===== src/common/predecode_pkg.sv =====
// predecoder package with stream widths, length classes and 65xx opcode constants
`default_nettype none

package predecode_pkg;

	// ====================================================================
	// stream and instruction widths
	// ====================================================================

	typedef logic [7:0] byte_t;
	typedef logic [15:0] addr_t;
	// instruction length in bytes, 1 up to 4
	typedef logic [2:0] len_t;
	// program counter step handed to the execute stage
	typedef logic [3:0] pcinc_t;
	// operand bytes are little endian, first operand byte in bits 7:0
	typedef logic [23:0] operand_t;
	// window occupancy counts 0 to 4 so it is one bit wider than an index
	typedef logic [2:0] fill_t;

	// the longest instruction is an opcode plus three operand bytes
	localparam int window_depth = 4;

	// length classes
	localparam len_t len_implied = 3'd1;
	localparam len_t len_short = 3'd2;
	localparam len_t len_long = 3'd3;
	localparam len_t len_far = 3'd4;

	// ====================================================================
	// control flow opcodes
	// ====================================================================

	localparam byte_t op_brk = 8'h00;
	localparam byte_t op_bpl = 8'h10, op_bmi = 8'h30, op_bvc = 8'h50, op_bvs = 8'h70;
	localparam byte_t op_bcc = 8'h90, op_bcs = 8'hb0, op_bne = 8'hd0, op_beq = 8'hf0;
	localparam byte_t op_bra = 8'h80, op_brl = 8'h82;
	localparam byte_t op_jmp = 8'h4c, op_jml = 8'h5c, op_jsr = 8'h20, op_jsl = 8'h22;
	localparam byte_t op_rts = 8'h60, op_rti = 8'h40;

	// ====================================================================
	// single byte opcodes
	// ====================================================================

	localparam byte_t op_clc = 8'h18, op_sec = 8'h38, op_cli = 8'h58, op_sei = 8'h78;
	localparam byte_t op_clv = 8'hb8, op_cld = 8'hd8, op_sed = 8'hf8;
	localparam byte_t op_tax = 8'haa, op_txa = 8'h8a, op_tay = 8'ha8, op_tya = 8'h98;
	localparam byte_t op_tsx = 8'hba, op_txs = 8'h9a, op_txy = 8'h9b, op_tyx = 8'hbb;
	localparam byte_t op_nop = 8'hea;
	localparam byte_t op_asl_acc = 8'h0a, op_lsr_acc = 8'h4a;
	localparam byte_t op_rol_acc = 8'h2a, op_ror_acc = 8'h6a;
	localparam byte_t op_pha = 8'h48, op_pla = 8'h68, op_php = 8'h08, op_plp = 8'h28;
	localparam byte_t op_phx = 8'hda, op_plx = 8'hfa, op_phy = 8'h5a, op_ply = 8'h7a;

	// ====================================================================
	// accumulator group, in the order imm zp zpx ind indx indy abs absx absy
	// ====================================================================

	localparam byte_t op_adc_imm = 8'h69, op_adc_zp = 8'h65, op_adc_zpx = 8'h75;
	localparam byte_t op_adc_i = 8'h72, op_adc_ix = 8'h61, op_adc_iy = 8'h71;
	localparam byte_t op_adc_abs = 8'h6d, op_adc_absx = 8'h7d, op_adc_absy = 8'h79;
	localparam byte_t op_sbc_imm = 8'he9, op_sbc_zp = 8'he5, op_sbc_zpx = 8'hf5;
	localparam byte_t op_sbc_i = 8'hf2, op_sbc_ix = 8'he1, op_sbc_iy = 8'hf1;
	localparam byte_t op_sbc_abs = 8'hed, op_sbc_absx = 8'hfd, op_sbc_absy = 8'hf9;
	localparam byte_t op_cmp_imm = 8'hc9, op_cmp_zp = 8'hc5, op_cmp_zpx = 8'hd5;
	localparam byte_t op_cmp_i = 8'hd2, op_cmp_ix = 8'hc1, op_cmp_iy = 8'hd1;
	localparam byte_t op_cmp_abs = 8'hcd, op_cmp_absx = 8'hdd, op_cmp_absy = 8'hd9;
	localparam byte_t op_and_imm = 8'h29, op_and_zp = 8'h25, op_and_zpx = 8'h35;
	localparam byte_t op_and_i = 8'h32, op_and_ix = 8'h21, op_and_iy = 8'h31;
	localparam byte_t op_and_abs = 8'h2d, op_and_absx = 8'h3d, op_and_absy = 8'h39;
	localparam byte_t op_ora_imm = 8'h09, op_ora_zp = 8'h05, op_ora_zpx = 8'h15;
	localparam byte_t op_ora_i = 8'h12, op_ora_ix = 8'h01, op_ora_iy = 8'h11;
	localparam byte_t op_ora_abs = 8'h0d, op_ora_absx = 8'h1d, op_ora_absy = 8'h19;
	localparam byte_t op_eor_imm = 8'h49, op_eor_zp = 8'h45, op_eor_zpx = 8'h55;
	localparam byte_t op_eor_i = 8'h52, op_eor_ix = 8'h41, op_eor_iy = 8'h51;
	localparam byte_t op_eor_abs = 8'h4d, op_eor_absx = 8'h5d, op_eor_absy = 8'h59;
	localparam byte_t op_lda_imm = 8'ha9, op_lda_zp = 8'ha5, op_lda_zpx = 8'hb5;
	localparam byte_t op_lda_i = 8'hb2, op_lda_ix = 8'ha1, op_lda_iy = 8'hb1;
	localparam byte_t op_lda_abs = 8'had, op_lda_absx = 8'hbd, op_lda_absy = 8'hb9;
	// stores have no immediate form
	localparam byte_t op_sta_zp = 8'h85, op_sta_zpx = 8'h95;
	localparam byte_t op_sta_i = 8'h92, op_sta_ix = 8'h81, op_sta_iy = 8'h91;
	localparam byte_t op_sta_abs = 8'h8d, op_sta_absx = 8'h9d, op_sta_absy = 8'h99;

	// ====================================================================
	// index register loads
	// ====================================================================

	localparam byte_t op_ldx_imm = 8'ha2, op_ldx_zp = 8'ha6, op_ldx_zpy = 8'hb6;
	localparam byte_t op_ldx_abs = 8'hae, op_ldx_absy = 8'hbe;
	localparam byte_t op_ldy_imm = 8'ha0, op_ldy_zp = 8'ha4, op_ldy_zpx = 8'hb4;
	localparam byte_t op_ldy_abs = 8'hac, op_ldy_absx = 8'hbc;

endpackage

`default_nettype wire

===== src/design/predecode_top.sv =====
// predecode_top, input buffer, opcode window, length decoder and instruction assembler
`default_nettype none
`timescale 1ns/1ns

module predecode_top #(
	parameter int                   in_depth = 8,
	parameter int                   out_credits = 4,
	parameter predecode_pkg::addr_t reset_pc = 16'h0200
) (
	input  wire                        clk,
	input  wire                        reset,
	input  wire                        m_bit,
	input  wire                        x_bit,
	input  wire                        byte_valid,
	input  wire predecode_pkg::byte_t  byte_data,
	input  wire                        instr_credit,
	output logic                       byte_credit,
	output logic                       instr_valid,
	output predecode_pkg::addr_t       instr_pc,
	output predecode_pkg::byte_t       instr_opcode,
	output predecode_pkg::operand_t    instr_operand,
	output predecode_pkg::len_t        instr_len,
	output predecode_pkg::pcinc_t      instr_pcinc,
	output logic                       instr_illegal
);

	import predecode_pkg::*;

	// fifo to window handshake
	logic fifo_valid;
	byte_t fifo_data;
	logic fifo_pop;

	// window contents seen by the decoder and the assembler
	byte_t [window_depth-1:0] win_bytes;
	fill_t win_fill;

	// decoder results for the head byte
	len_t dec_len;
	pcinc_t dec_pcinc;
	logic dec_illegal;

	// bytes retired from the window by the assembler
	logic consume;
	len_t consume_len;

	byte_fifo #(
		.in_depth(in_depth)
	) byte_fifo_inst (
		.clk(clk),
		.reset(reset),
		.byte_valid(byte_valid),
		.byte_data(byte_data),
		.fifo_pop(fifo_pop),
		.byte_credit(byte_credit),
		.fifo_valid(fifo_valid),
		.fifo_data(fifo_data)
	);

	opcode_window opcode_window_inst (
		.clk(clk),
		.reset(reset),
		.fifo_valid(fifo_valid),
		.fifo_data(fifo_data),
		.consume(consume),
		.consume_len(consume_len),
		.fifo_pop(fifo_pop),
		.win_bytes(win_bytes),
		.win_fill(win_fill)
	);

	// only the head of the window is an opcode
	length_decoder length_decoder_inst (
		.opcode(win_bytes[0]),
		.m_bit(m_bit),
		.x_bit(x_bit),
		.dec_len(dec_len),
		.dec_pcinc(dec_pcinc),
		.dec_illegal(dec_illegal)
	);

	instr_assembler #(
		.out_credits(out_credits),
		.reset_pc(reset_pc)
	) instr_assembler_inst (
		.clk(clk),
		.reset(reset),
		.win_bytes(win_bytes),
		.win_fill(win_fill),
		.dec_len(dec_len),
		.dec_pcinc(dec_pcinc),
		.dec_illegal(dec_illegal),
		.instr_credit(instr_credit),
		.consume(consume),
		.consume_len(consume_len),
		.instr_valid(instr_valid),
		.instr_pc(instr_pc),
		.instr_opcode(instr_opcode),
		.instr_operand(instr_operand),
		.instr_len(instr_len),
		.instr_pcinc(instr_pcinc),
		.instr_illegal(instr_illegal)
	);

endmodule

`default_nettype wire


===== src/predecode/instr_assembler.sv =====
// instr_assembler, emits whole instructions under output credits and tracks the address
`default_nettype none
`timescale 1ns/1ns

module instr_assembler #(
	parameter int                   out_credits = 4,
	parameter predecode_pkg::addr_t reset_pc = 16'h0200
) (
	input  wire                        clk,
	input  wire                        reset,
	input  wire predecode_pkg::byte_t [predecode_pkg::window_depth-1:0] win_bytes,
	input  wire predecode_pkg::fill_t  win_fill,
	input  wire predecode_pkg::len_t   dec_len,
	input  wire predecode_pkg::pcinc_t dec_pcinc,
	input  wire                        dec_illegal,
	input  wire                        instr_credit,
	output logic                       consume,
	output predecode_pkg::len_t        consume_len,
	output logic                       instr_valid,
	output predecode_pkg::addr_t       instr_pc,
	output predecode_pkg::byte_t       instr_opcode,
	output predecode_pkg::operand_t    instr_operand,
	output predecode_pkg::len_t        instr_len,
	output predecode_pkg::pcinc_t      instr_pcinc,
	output logic                       instr_illegal
);

	import predecode_pkg::*;

	// the counter never holds more than the initial grant
	localparam int credit_w = (out_credits > 1) ? $clog2(out_credits + 1) : 1;

	logic [credit_w-1:0] credit_cnt;
	addr_t pc_q;
	logic emit;
	operand_t operand;

	// an instruction is whole once the window holds all of its bytes
	assign emit = (win_fill >= dec_len) && (credit_cnt != '0);
	// the window drops the emitted bytes in the same cycle
	assign consume = emit;
	assign consume_len = dec_len;

	// operand bytes beyond the instruction length stay zero
	always_comb begin
		operand = '0;
		for (int i = 1; i < window_depth; i++) begin
			if (i < dec_len)
				operand[(i - 1) * 8 +: 8] = win_bytes[i];
		end
	end

	// ====================================================================
	// credits, address and valid
	// ====================================================================

	always_ff @(posedge clk) begin
		if (reset) begin
			credit_cnt <= credit_w'(out_credits);
			pc_q <= reset_pc;
			instr_valid <= 1'b0;
		end else begin
			// spend on emit and refill on each returned credit, both may happen at once
			credit_cnt <= credit_cnt - credit_w'(emit) + credit_w'(instr_credit);
			// the address walks the byte stream, not the pc increment
			if (emit)
				pc_q <= pc_q + addr_t'(dec_len);
			instr_valid <= emit;
		end
	end

	// record fields only change on an emission and are read with instr_valid
	always_ff @(posedge clk) begin
		if (emit) begin
			instr_pc <= pc_q;
			instr_opcode <= win_bytes[0];
			instr_operand <= operand;
			instr_len <= dec_len;
			instr_pcinc <= dec_pcinc;
			instr_illegal <= dec_illegal;
		end
	end

endmodule

`default_nettype wire


===== src/predecode/opcode_window.sv =====
// opcode_window, four byte shift window holding the oldest unconsumed stream bytes
`default_nettype none
`timescale 1ns/1ns

module opcode_window (
	input  wire                        clk,
	input  wire                        reset,
	input  wire                        fifo_valid,
	input  wire predecode_pkg::byte_t  fifo_data,
	input  wire                        consume,
	input  wire predecode_pkg::len_t   consume_len,
	output logic                       fifo_pop,
	output predecode_pkg::byte_t [predecode_pkg::window_depth-1:0] win_bytes,
	output predecode_pkg::fill_t       win_fill
);

	import predecode_pkg::*;

	// slot 0 is always the oldest byte, so it holds the next opcode
	byte_t [window_depth-1:0] win_q;
	byte_t [window_depth-1:0] shifted;
	fill_t fill_q;
	fill_t shift;
	fill_t keep;

	assign win_bytes = win_q;
	assign win_fill = fill_q;

	// ====================================================================
	// shift and refill decision
	// ====================================================================

	always_comb begin
		// the assembler never consumes more than the window holds
		shift = consume ? fill_t'(consume_len) : '0;
		keep = fill_q - shift;
		// pull a new byte only if a slot is free once this cycle's shift is done
		fifo_pop = fifo_valid && (keep < window_depth);
	end

	// survivors move down to slot 0, vacated upper slots read as zero
	always_comb begin
		for (int i = 0; i < window_depth; i++) begin
			if (i + shift < window_depth)
				shifted[i] = win_q[i + shift];
			else
				shifted[i] = '0;
		end
	end

	// ====================================================================
	// state
	// ====================================================================

	always_ff @(posedge clk) begin
		if (reset)
			fill_q <= '0;
		else
			fill_q <= keep + fill_t'(fifo_pop);
	end

	// the new byte lands right behind the surviving bytes
	always_ff @(posedge clk) begin
		win_q <= shifted;
		if (fifo_pop)
			win_q[keep] <= fifo_data;
	end

endmodule

`default_nettype wire


===== src/predecode/length_decoder.sv =====
// length_decoder, opcode table giving byte length, pc increment and illegal flag
`default_nettype none
`timescale 1ns/1ns

module length_decoder (
	input  wire predecode_pkg::byte_t  opcode,
	input  wire                        m_bit,
	input  wire                        x_bit,
	output predecode_pkg::len_t        dec_len,
	output predecode_pkg::pcinc_t      dec_pcinc,
	output logic                       dec_illegal
);

	import predecode_pkg::*;

	// ====================================================================
	// byte length per opcode
	// ====================================================================

	always_comb begin
		dec_len = len_implied;
		dec_illegal = 1'b0;
		case (opcode)
			// implied, accumulator and stack ops are a lone opcode byte
			op_clc, op_sec, op_cli, op_sei, op_clv, op_cld, op_sed,
			op_tax, op_txa, op_tay, op_tya, op_tsx, op_txs, op_txy, op_tyx,
			op_nop, op_rts, op_rti,
			op_asl_acc, op_lsr_acc, op_rol_acc, op_ror_acc,
			op_pha, op_pla, op_php, op_plp, op_phx, op_plx, op_phy, op_ply:
				dec_len = len_implied;

			// brk carries a signature byte and branches an 8 bit displacement
			op_brk, op_bpl, op_bmi, op_bvc, op_bvs, op_bcc, op_bcs, op_bne, op_beq, op_bra:
				dec_len = len_short;

			// direct page, direct page indexed and indirect forms
			op_adc_zp, op_adc_zpx, op_adc_i, op_adc_ix, op_adc_iy,
			op_sbc_zp, op_sbc_zpx, op_sbc_i, op_sbc_ix, op_sbc_iy,
			op_cmp_zp, op_cmp_zpx, op_cmp_i, op_cmp_ix, op_cmp_iy,
			op_and_zp, op_and_zpx, op_and_i, op_and_ix, op_and_iy,
			op_ora_zp, op_ora_zpx, op_ora_i, op_ora_ix, op_ora_iy,
			op_eor_zp, op_eor_zpx, op_eor_i, op_eor_ix, op_eor_iy,
			op_lda_zp, op_lda_zpx, op_lda_i, op_lda_ix, op_lda_iy,
			op_sta_zp, op_sta_zpx, op_sta_i, op_sta_ix, op_sta_iy,
			op_ldx_zp, op_ldx_zpy, op_ldy_zp, op_ldy_zpx:
				dec_len = len_short;

			// absolute forms, long branch and the 16 bit jumps
			op_brl, op_jmp, op_jsr,
			op_adc_abs, op_adc_absx, op_adc_absy, op_sbc_abs, op_sbc_absx, op_sbc_absy,
			op_cmp_abs, op_cmp_absx, op_cmp_absy, op_and_abs, op_and_absx, op_and_absy,
			op_ora_abs, op_ora_absx, op_ora_absy, op_eor_abs, op_eor_absx, op_eor_absy,
			op_lda_abs, op_lda_absx, op_lda_absy, op_sta_abs, op_sta_absx, op_sta_absy,
			op_ldx_abs, op_ldx_absy, op_ldy_abs, op_ldy_absx:
				dec_len = len_long;

			// 24 bit jumps need a bank byte as well
			op_jml, op_jsl:
				dec_len = len_far;

			// accumulator immediates follow the memory width bit
			op_adc_imm, op_sbc_imm, op_cmp_imm, op_and_imm, op_ora_imm, op_eor_imm,
			op_lda_imm:
				dec_len = m_bit ? len_short : len_long;

			// index immediates follow the index width bit
			op_ldx_imm, op_ldy_imm:
				dec_len = x_bit ? len_short : len_long;

			// anything else is consumed as a single byte and flagged
			default: begin
				dec_len = len_implied;
				dec_illegal = 1'b1;
			end
		endcase
	end

	// ====================================================================
	// pc increment
	// ====================================================================

	// control transfers leave the pc to the execute stage, so most steps are zero
	always_comb begin
		case (opcode)
			op_brk, op_jmp, op_jml, op_rts, op_rti:
				dec_pcinc = 4'd0;
			// jsr pushes the address of its last byte
			op_jsr:
				dec_pcinc = 4'd2;
			op_jsl:
				dec_pcinc = 4'd4;
			// an unimplemented opcode does not move the pc at all
			default:
				dec_pcinc = dec_illegal ? 4'd0 : pcinc_t'(dec_len);
		endcase
	end

endmodule

`default_nettype wire


===== src/design/byte_fifo.sv =====
// byte_fifo, circular input byte buffer that hands back one credit per freed slot
`default_nettype none
`timescale 1ns/1ns

module byte_fifo #(
	parameter int in_depth = 8
) (
	input  wire                        clk,
	input  wire                        reset,
	input  wire                        byte_valid,
	input  wire predecode_pkg::byte_t  byte_data,
	input  wire                        fifo_pop,
	output logic                       byte_credit,
	output logic                       fifo_valid,
	output predecode_pkg::byte_t       fifo_data
);

	import predecode_pkg::*;

	// a single entry buffer still needs one pointer bit
	localparam int ptr_w = (in_depth > 1) ? $clog2(in_depth) : 1;
	localparam int cnt_w = $clog2(in_depth + 1);

	byte_t mem [in_depth];
	logic [ptr_w-1:0] wr_ptr;
	logic [ptr_w-1:0] rd_ptr;
	logic [cnt_w-1:0] count;
	logic pop;

	// pointers wrap at in_depth so the depth need not be a power of two
	function automatic logic [ptr_w-1:0] next_ptr(input logic [ptr_w-1:0] ptr);
		if (ptr == ptr_w'(in_depth - 1))
			return '0;
		return ptr + 1'b1;
	endfunction

	// the head byte is visible as soon as the count says it is there
	assign fifo_valid = (count != '0);
	assign fifo_data = mem[rd_ptr];
	// the window only asks while data is present but the guard keeps the count sane
	assign pop = fifo_pop && fifo_valid;

	// storage itself, the sender never writes without a credit so no full check here
	always_ff @(posedge clk) begin
		if (byte_valid)
			mem[wr_ptr] <= byte_data;
	end

	always_ff @(posedge clk) begin
		if (reset) begin
			wr_ptr <= '0;
			rd_ptr <= '0;
			count <= '0;
			byte_credit <= 1'b0;
		end else begin
			if (byte_valid)
				wr_ptr <= next_ptr(wr_ptr);
			if (pop)
				rd_ptr <= next_ptr(rd_ptr);
			// write and pop in one cycle leave the occupancy unchanged
			count <= count + cnt_w'(byte_valid) - cnt_w'(pop);
			// each freed slot goes back to the sender one cycle after the pop
			byte_credit <= pop;
		end
	end

endmodule

`default_nettype wire


===== config.mk =====
export PLATFORM = sky130hd
export DESIGN_NAME = predecode_top
export DESIGN_NICKNAME = d
export VERILOG_FILES = /design/src/common/predecode_pkg.sv /design/src/design/predecode_top.sv /design/src/predecode/instr_assembler.sv /design/src/predecode/opcode_window.sv /design/src/predecode/length_decoder.sv /design/src/design/byte_fifo.sv
export SDC_FILE = /design/constraint.sdc
export NUM_CORES = 1
export LEC_CHECK = 0
export ABC_AREA = 1
export BUFFER_PORTS_ARGS = -buffer_cell sky130_fd_sc_hd__buf_2
export CAP_MARGIN = 15
export CORE_MARGIN = 4
export CORE_UTILIZATION = 60
export DETAILED_ROUTE_END_ITERATION = 8
export GPL_TIMING_DRIVEN = 0
export PLACE_DENSITY = 0.82
export SYNTH_ARGS = -nofsm -noshare
export SYNTH_HDL_FRONTEND = slang
export SYNTH_SLANG_ARGS = --single-unit

===== constraint.sdc =====
create_clock -name clk -period 6.25 [get_ports clk]
set_input_delay 1.25 -clock clk [delete_from_list [all_inputs] [get_ports clk]]
set_output_delay 1.25 -clock clk [all_outputs]
set_load 0.02 [all_outputs]

# Yosys cells after proc, flatten, opt, wreduce, memory -nomap -nowiden
# Memory sizes are Yosys's and may differ from the RTL's. A register that Yosys moved wholly into a read port is not among the register bits.
# Index checks and enable logic that the tools add are counted.
[word_totals]
ff_bits = 122
mem_bits_rw = 64
in_bits = 14
out_inout_bits = 58
wordCells = 226
n_memories = 1
[op_classes]
addsub = 12
n_lt_le_gt_ge = 15
n_eq_ne = 127
muxes = 37
n_reduce_logical = 14
[memory_table]
columns = ["memory", "depth", "width", "read_ports", "rd_clocked_by_memory_dff", "wr", "line", "source"]
rows = [
  ["byte_fifo_inst.mem", 8, 8, 1, 1, 1, "byte_fifo.sv:24", "byte_t mem [in_depth];"],
]
[op_table]
columns = ["cell", "n"]
rows = [
  ["$eq 8x8->1 const B", 65],
  ["$eq 8x7->1 const B", 32],
  ["$lt 32x3->1 const B", 6],
  ["$reduce_or 126->1", 1],
  ["$eq 8x6->1 const B", 15],
  ["$mux 8", 9],
  ["$bmux 8 s2", 4],
  ["$eq 8x5->1 const B", 7],
  ["$reduce_or 54->1", 1],
  ["$bwmux 32", 1],
  ["$eq 8x4->1 const B", 4],
  ["$mux 32", 1],
  ["$reduce_or 31->1", 1],
  ["$mux 3", 8],
  ["$add 16x3->16", 1],
  ["$demux 8 s2", 1],
  ["$pmux 3 s5", 1],
  ["$lt 3x3->1 const B", 4],
  ["$pmux 4 s3", 1],
  ["$mux 1", 11],
  ["$add 2x3->4 const A", 2],
  ["$eq 8x1->1 const B", 1],
  ["$eq 8x3->1 const B", 1],
  ["$logic_not 8->1", 1],
  ["18 further kinds", 26],
]

# Depth between registers and ports, before layout
[logic_depth]
ltp_word = 15
mapped_depth = 35
depth_no_buf = 33

# By module
# A second synthesis with hierarchy kept.
[unflattened]
cells_unflattened = 1227
hier_area_um2 = 9915.8
[modules_own_cells]
columns = ["module", "n_inst", "cells_each", "area_per_inst_um2", "seq_area_each_um2"]
rows = [
  ["byte_fifo", 1, 370, 3540.9, 2202.1],
  ["instr_assembler", 1, 284, 3131.8, 2082.0],
  ["opcode_window", 1, 375, 2377.3, 700.7],
  ["length_decoder", 1, 198, 865.8, 0.0],
]

# Worst setup path before layout
# Ideal clock, no wire load.
[synth_timing]
kind = "input-to-reg"
from = "input port m_bit"
to = "register instr_assembler_inst.credit_cnt[2]"
setup_time_ns = 0.063
arrival_ns = 5.513
t_required_ns = 6.187
setup_slack_ns = 0.674
stages = 16
path_buffers = 1
cell_sequence = "o32ai_1 and2b_4 nand2_4 ha_1 nand3_1 o211ai_1 nand2_1 inv_2 buf_1 ha_1 inv_1 ha_1 inv_1 fa_1 or2_2 nand3_1"
[synth_between]
elab_chain_cells = 6
[synth_rtl]
columns = ["element", "line", "source"]
rows = [
  ["start, declared", "predecode_top.sv:12", "input wire m_bit,"],
  ["$mux 1", "length_decoder.sv:64", "dec_len = m_bit ? len_short : len_long;"],
  ["$pmux 3 s5", "length_decoder.sv:23", "case (opcode)"],
  ["net consume_len[0]", "predecode_top.sv:45", "len_t consume_len;"],
  ["$ge 3x3->1", "instr_assembler.sv:39", "assign emit = (win_fill >= dec_len) && (credit_cnt != '0);"],
  ["$logic_and 1x1->1", "instr_assembler.sv:39", ""],
  ["net consume", "predecode_top.sv:44", "logic consume;"],
  ["$sub 3x1->3", "instr_assembler.sv:64", "credit_cnt <= credit_cnt - credit_w'(emit) + credit_w'(instr_credit);"],
  ["$add 3x1->3", "instr_assembler.sv:64", ""],
  ["end signal, assigned", "instr_assembler.sv:59", "credit_cnt <= credit_w'(out_credits);"],
  ["end signal, assigned", "instr_assembler.sv:64", ""],
  ["end, declared", "instr_assembler.sv:33", "logic [credit_w-1:0] credit_cnt;"],
]
# The timed path passes the listed nets, and every way through them passes these cells.
# A chain may end at the register's enable or synchronous reset.

# Worst setup path after layout
[layout_timing]
from = "register opcode_window_inst.win_q, in the netlist opcode_window_inst.win_bytes[5]"
to = "register byte_fifo_inst.count[2]"
[layout_between]
elab_chain_cells = 11
word_cells_on_any_way = 110
classes_between = "add/sub (2); order compare (2); eq/ne (95); mux (2); reduce/logical (9)"
[layout_rtl]
columns = ["element", "line", "source"]
rows = [
  ["start, declared", "opcode_window.sv:20", "byte_t [window_depth-1:0] win_q;"],
  ["start signal, assigned", "opcode_window.sv:64", "win_q <= shifted;"],
  ["start signal, assigned by index", "opcode_window.sv:66", "win_q[keep] <= fifo_data;"],
  ["$eq 8x5->1, or another cell as far along", "length_decoder.sv:23", ""],
  ["$reduce_or 54->1 (no source line), or another cell as far along", "--", ""],
  ["$pmux 3 s5 *", "length_decoder.sv:23", ""],
  ["net consume_len[2]", "predecode_top.sv:45", ""],
  ["$ge 3x3->1", "instr_assembler.sv:39", ""],
  ["$logic_and 1x1->1", "instr_assembler.sv:39", ""],
  ["$mux 3 *", "opcode_window.sv:35", "shift = consume ? fill_t'(consume_len) : '0;"],
  ["$sub 3x3->3 *", "opcode_window.sv:36", "keep = fill_q - shift;"],
  ["$lt 3x3->1 *", "opcode_window.sv:38", "fifo_pop = fifo_valid && (keep < window_depth);"],
  ["$logic_and 1x1->1 *", "opcode_window.sv:38", ""],
  ["$logic_and 1x1->1 *", "byte_fifo.sv:41", "assign pop = fifo_pop && fifo_valid;"],
  ["net byte_fifo_inst.pop", "byte_fifo.sv:28", "logic pop;"],
  ["$sub 4x1->4 *", "byte_fifo.sv:61", "count <= count + cnt_w'(byte_valid) - cnt_w'(pop);"],
  ["end signal, assigned", "byte_fifo.sv:61", ""],
  ["end, declared", "byte_fifo.sv:27", "logic [cnt_w-1:0] count;"],
]
# The timed path passes the listed nets; every way through them passes the cells marked *.

==> results <==
- At the pin with the least slew margin, the transition time is about 770 ps.
- The maximum fanout encountered on the critical timing path is 10.
- The post-route worst setup slack is 451.5 ps.
- The time the final worst path needs with I/O delays and setup is between 5000 and 6000 ps.
- Timing analysis after detailed placement gives a worst setup slack of 102.5 ps.
- The startpoint of the most critical register-to-register path is opcode_window_inst.win_bytes[5].
- The count of nets left with antenna violations once routing finished came out at 0.
- The largest single stage delay on the critical path is just under 400 ps.
- The flow ran to the end, and the final reports show no timing, DRC or antenna violations.
- The routing usage on met2 is about 45%.
- After synthesis, the share of flip-flops with an asynchronous set or reset is 0%.
- Relative to the synthesized area, the layout overhead comes to 13.51%.
- The slowest stage of the critical path belongs to the cell ha_1.
- The max-cap check violation count is 0.
- In the layout the commonest cells are 191 x nand2_1, 119 x edfxtp_1, 113 x nor2_1, 100 x inv_1, 75 x buf_2.
- The max-slew headroom at the worst pin is 48.61%.
- The critical path startpoint is opcode_window_inst.win_bytes[5].
- The post-route core utilization is 70.87%.
- The first global-routing pass estimated 34930 µm of wire.
- The placeable core area is 0.01410 mm².
- Entering global routing, the biggest net connects 43 pins.
- Cells with a size suffix above 1 make up between 10 and 15% of the layout.
- The number of clock sinks seen by CTS is 188.
- For this run, global-route usage on met1 was measured as about a third.
- The element type at the critical path end is a flip-flop.
- The number of buffer cells added on primary ports is 69.
- A synthesized cell averages 9.225 µm².
- Global routing used about 5.2% of the available met3 tracks.
- After detailed routing, the average wire length per cell comes to 17.63 µm.
- The count of vias placed by the detailed router is 7140.
- The critical path contains buffers and inverters numbering 11 combined.
- The level count of the clock H-tree is 4.
- Yosys attributes the largest share of cell area to edfxtp_1 41%, dfxtp_1 16%, nand2_1 8.2%.
- The tree is rooted in a clkbuf_16.
- In the routed layout, each cell is associated on average with a via count of 5.777.
- Summed over all nets, the half-perimeter wirelength after detailed placement is 15480 µm.
- The synthesized netlist contains 50 unique library cells.
- The number of buffers inserted by post-CTS setup repair is 0.
- The fraction of synthesized cell area taken by the top area cell type is 40.60%.
- The via count of the first global-routing pass is approximately 6900.
- The number of cells produced by synthesis is approximately 950.
- Measured along the x axis, the die boundary spans 129.1 µm.
- The most used flip-flop cell after synthesis is edfxtp_1.
- The post-synthesis cell type with the largest combined area is edfxtp_1.
- The count of fill cells added during filler insertion is about 1100.
- The area of the mapped netlist is 0.008801 mm².
- The number of diodes is 0.
- Counting flops with a built-in enable in the synthesized netlist gives 119.
- The path type of the worst min-delay path is reg2reg.
- After synthesis the netlist holds a flip-flop and latch count of 188.
- The leading cell type in the layout, fill and taps excluded is nand2_1.
- The final number of setup-violating endpoints is 0.
- TritonCTS built the clock tree.
- The data arrival at the endpoint of the critical path is 6100 ps.
- The critical path is of the reg2reg type.
- After global routing, the most crowded layer is met2.
- The number of nets in the synthesized netlist is about 1000.
- In the routed design, unresolved DRC markers number 0.
- Routability-driven placement finished with a final weighted congestion of 0.9337.
- The register clock-pin slew on the reported worst setup and hold paths is 70 ps.
- The sequential area share after synthesis is 56.30%.
- The top-level port count is 72.
- The top cell family by delay on the critical path is adder cells.
- Setup repair after global routing left no endpoint under its margin.
- For this run, the top clock speed supported by timing is 0.1725 GHz.
- The count of nets after finishing is between 1000 and 1500.
- The number of buffers created by CTS is 17.
- The total wire length after detailed routing is 21790 µm.
- The die covers 0.01667 mm².
- The length of the first detailed-routing pass in iterations is 5.
- For this configuration, the core starts out at a cell density of between 60% and 70%.
- The detailed router's first-iteration violation count is 622.
- The insertion delay to the later sink of the worst-skew pair is 430 ps.
- The number of antenna violations at the first check in global routing is 0.
- Dividing the final minimum period by the clock period gives between 90% and 100%.
- The launching element type of the critical path is a flip-flop.
- The vertical extent of the die is 129.1 µm.
- The maximum number of buffers from clock root to sink is 2.
- In the global route stage, overall resource usage came out at 26.89%.
- After global routing the overflow that remains totals 0.
- The number of placement rows is 43.
- The clock arrives with roughly 8.4 ps of skew.
- In this run the most critical hold path is launched from opcode_window_inst.win_bytes[3].
- The number of max-slew violations in the final report is 0.
- STA puts the critical path data required time at ~6600 ps.
- The Yosys step of the flow raised 0 warnings.
- The final hold violation count is 0.
metrics by stage:
stage          hold WS (ps)  std cells  setup TNS (ps)  cell area [µm²]
4_1_cts               433.3       1236               0             9966
3_3_place_gp          415.3       1203           -1661             9371
3_5_place_dp          417.3       1204               0             9393
2_1_floorplan         402.9        954               0             8801
6_report              432.6       1236               0             9990
5_1_grt               444.8       1236               0             9990
cells by family (layout without fill, tap and decap cells):
| kind of cell | count (synthesis) | after routing | synth area share [%] |
|---|---|---|---|
| fa+ha+maj | 26 | 26 | 4.038 |
| xor+xnor | 9 | 9 | 0.8956 |
| simple gates | 430 | 430 | 21.48 |
| other cells | 1 | 1 | 0.04261 |
| compound gates | 158 | 158 | 10.51 |
| flops | 188 | 188 | 56.30 |
| buf+inv | 142 | 244 | 6.738 |
layer usage:
metal,vias to the layer above,part of all wire (%)
li1,3417,-
met2,332,49
met3,58,7.6
met4,0,3.2
met5,-,0
met1,3333,40
final timing paths:
| kind | endpoint | slack [ps] | cells after the start |
|---|---|---|---|
| setup / recovery | byte_fifo_inst.count[2] | 450 | 29 |
| hold / removal | instr_assembler_inst.instr_opcode[3] | 430 | 0 |
| setup reg to reg | byte_fifo_inst.count[2] | 450 | 29 |
| hold reg to reg | instr_assembler_inst.instr_opcode[3] | 430 | 0 |
final cells by class:
cell class	count	area (µm²)	area share (%)
clock inverter	12	136.4	1.365
buffer	30	175.2	1.754
inverter	112	422.9	4.233
timing repair buffer	70	365.4	3.657
sequential	188	4955	49.60
tap	180	225.2	2.255
multi-input combinational	624	3273	32.77
clock buffer	20	436.7	4.371
repair_timing:
| action | CTS | global route |
|---|---|---|
| gates resized for setup | 0 | 6 |
| hold buffers | 0 | 0 |
| endpoints found under the setup margin | 0 | 3 |
cell usage after synthesis, types with 3 or more instances:
cell	number
xnor2_1	4
nand2_2	4
o21ai_1	8
a21oi_1	21
nor2_1	113
nand3b_1	5
a211oi_1	3
ha_1	22
o22ai_1	24
dfxtp_1	69
fa_1	4
o211ai_1	27
inv_2	11
clkbuf_1	15
nor3_1	16
nand3_2	4
o21ai_0	66
nand3_1	66
xor2_1	5
inv_1	100
nand2_1	192
nand2_4	4
buf_2	5
edfxtp_1	119
nor2_2	8
buf_6	5
nand4_1	7
worst reg2reg max path: cells and delay by family, from the launching register on:
family                     cells  cell delay, ps
xor gates and xnor gates       3             600
adders and majority gates      6            1730
DFF                            1             340
and+or+nand+nor                7            1000
buffers and inverters         11            1550
AOI/OAI and AO/OA              2             470
flip-flops by register name, indices dropped and copies added, names as in the netlist, named ones only:
name	flops
byte_fifo_inst.byte_credit	1
byte_fifo_inst.count	4
byte_fifo_inst.mem	64
byte_fifo_inst.rd_ptr	3
byte_fifo_inst.wr_ptr	3
instr_assembler_inst.credit_cnt	3
instr_assembler_inst.instr_illegal	1
instr_assembler_inst.instr_len	3
instr_assembler_inst.instr_opcode	8
instr_assembler_inst.instr_operand	24
instr_assembler_inst.instr_pc	16
instr_assembler_inst.instr_pcinc	3
instr_assembler_inst.instr_valid	1
instr_assembler_inst.pc_q	16
opcode_window_inst.win_bytes	32
opcode_window_inst.win_fill	3
Power is not shown: default switching activity piles up to over one toggle a cycle in this logic, so the estimate is an artifact.
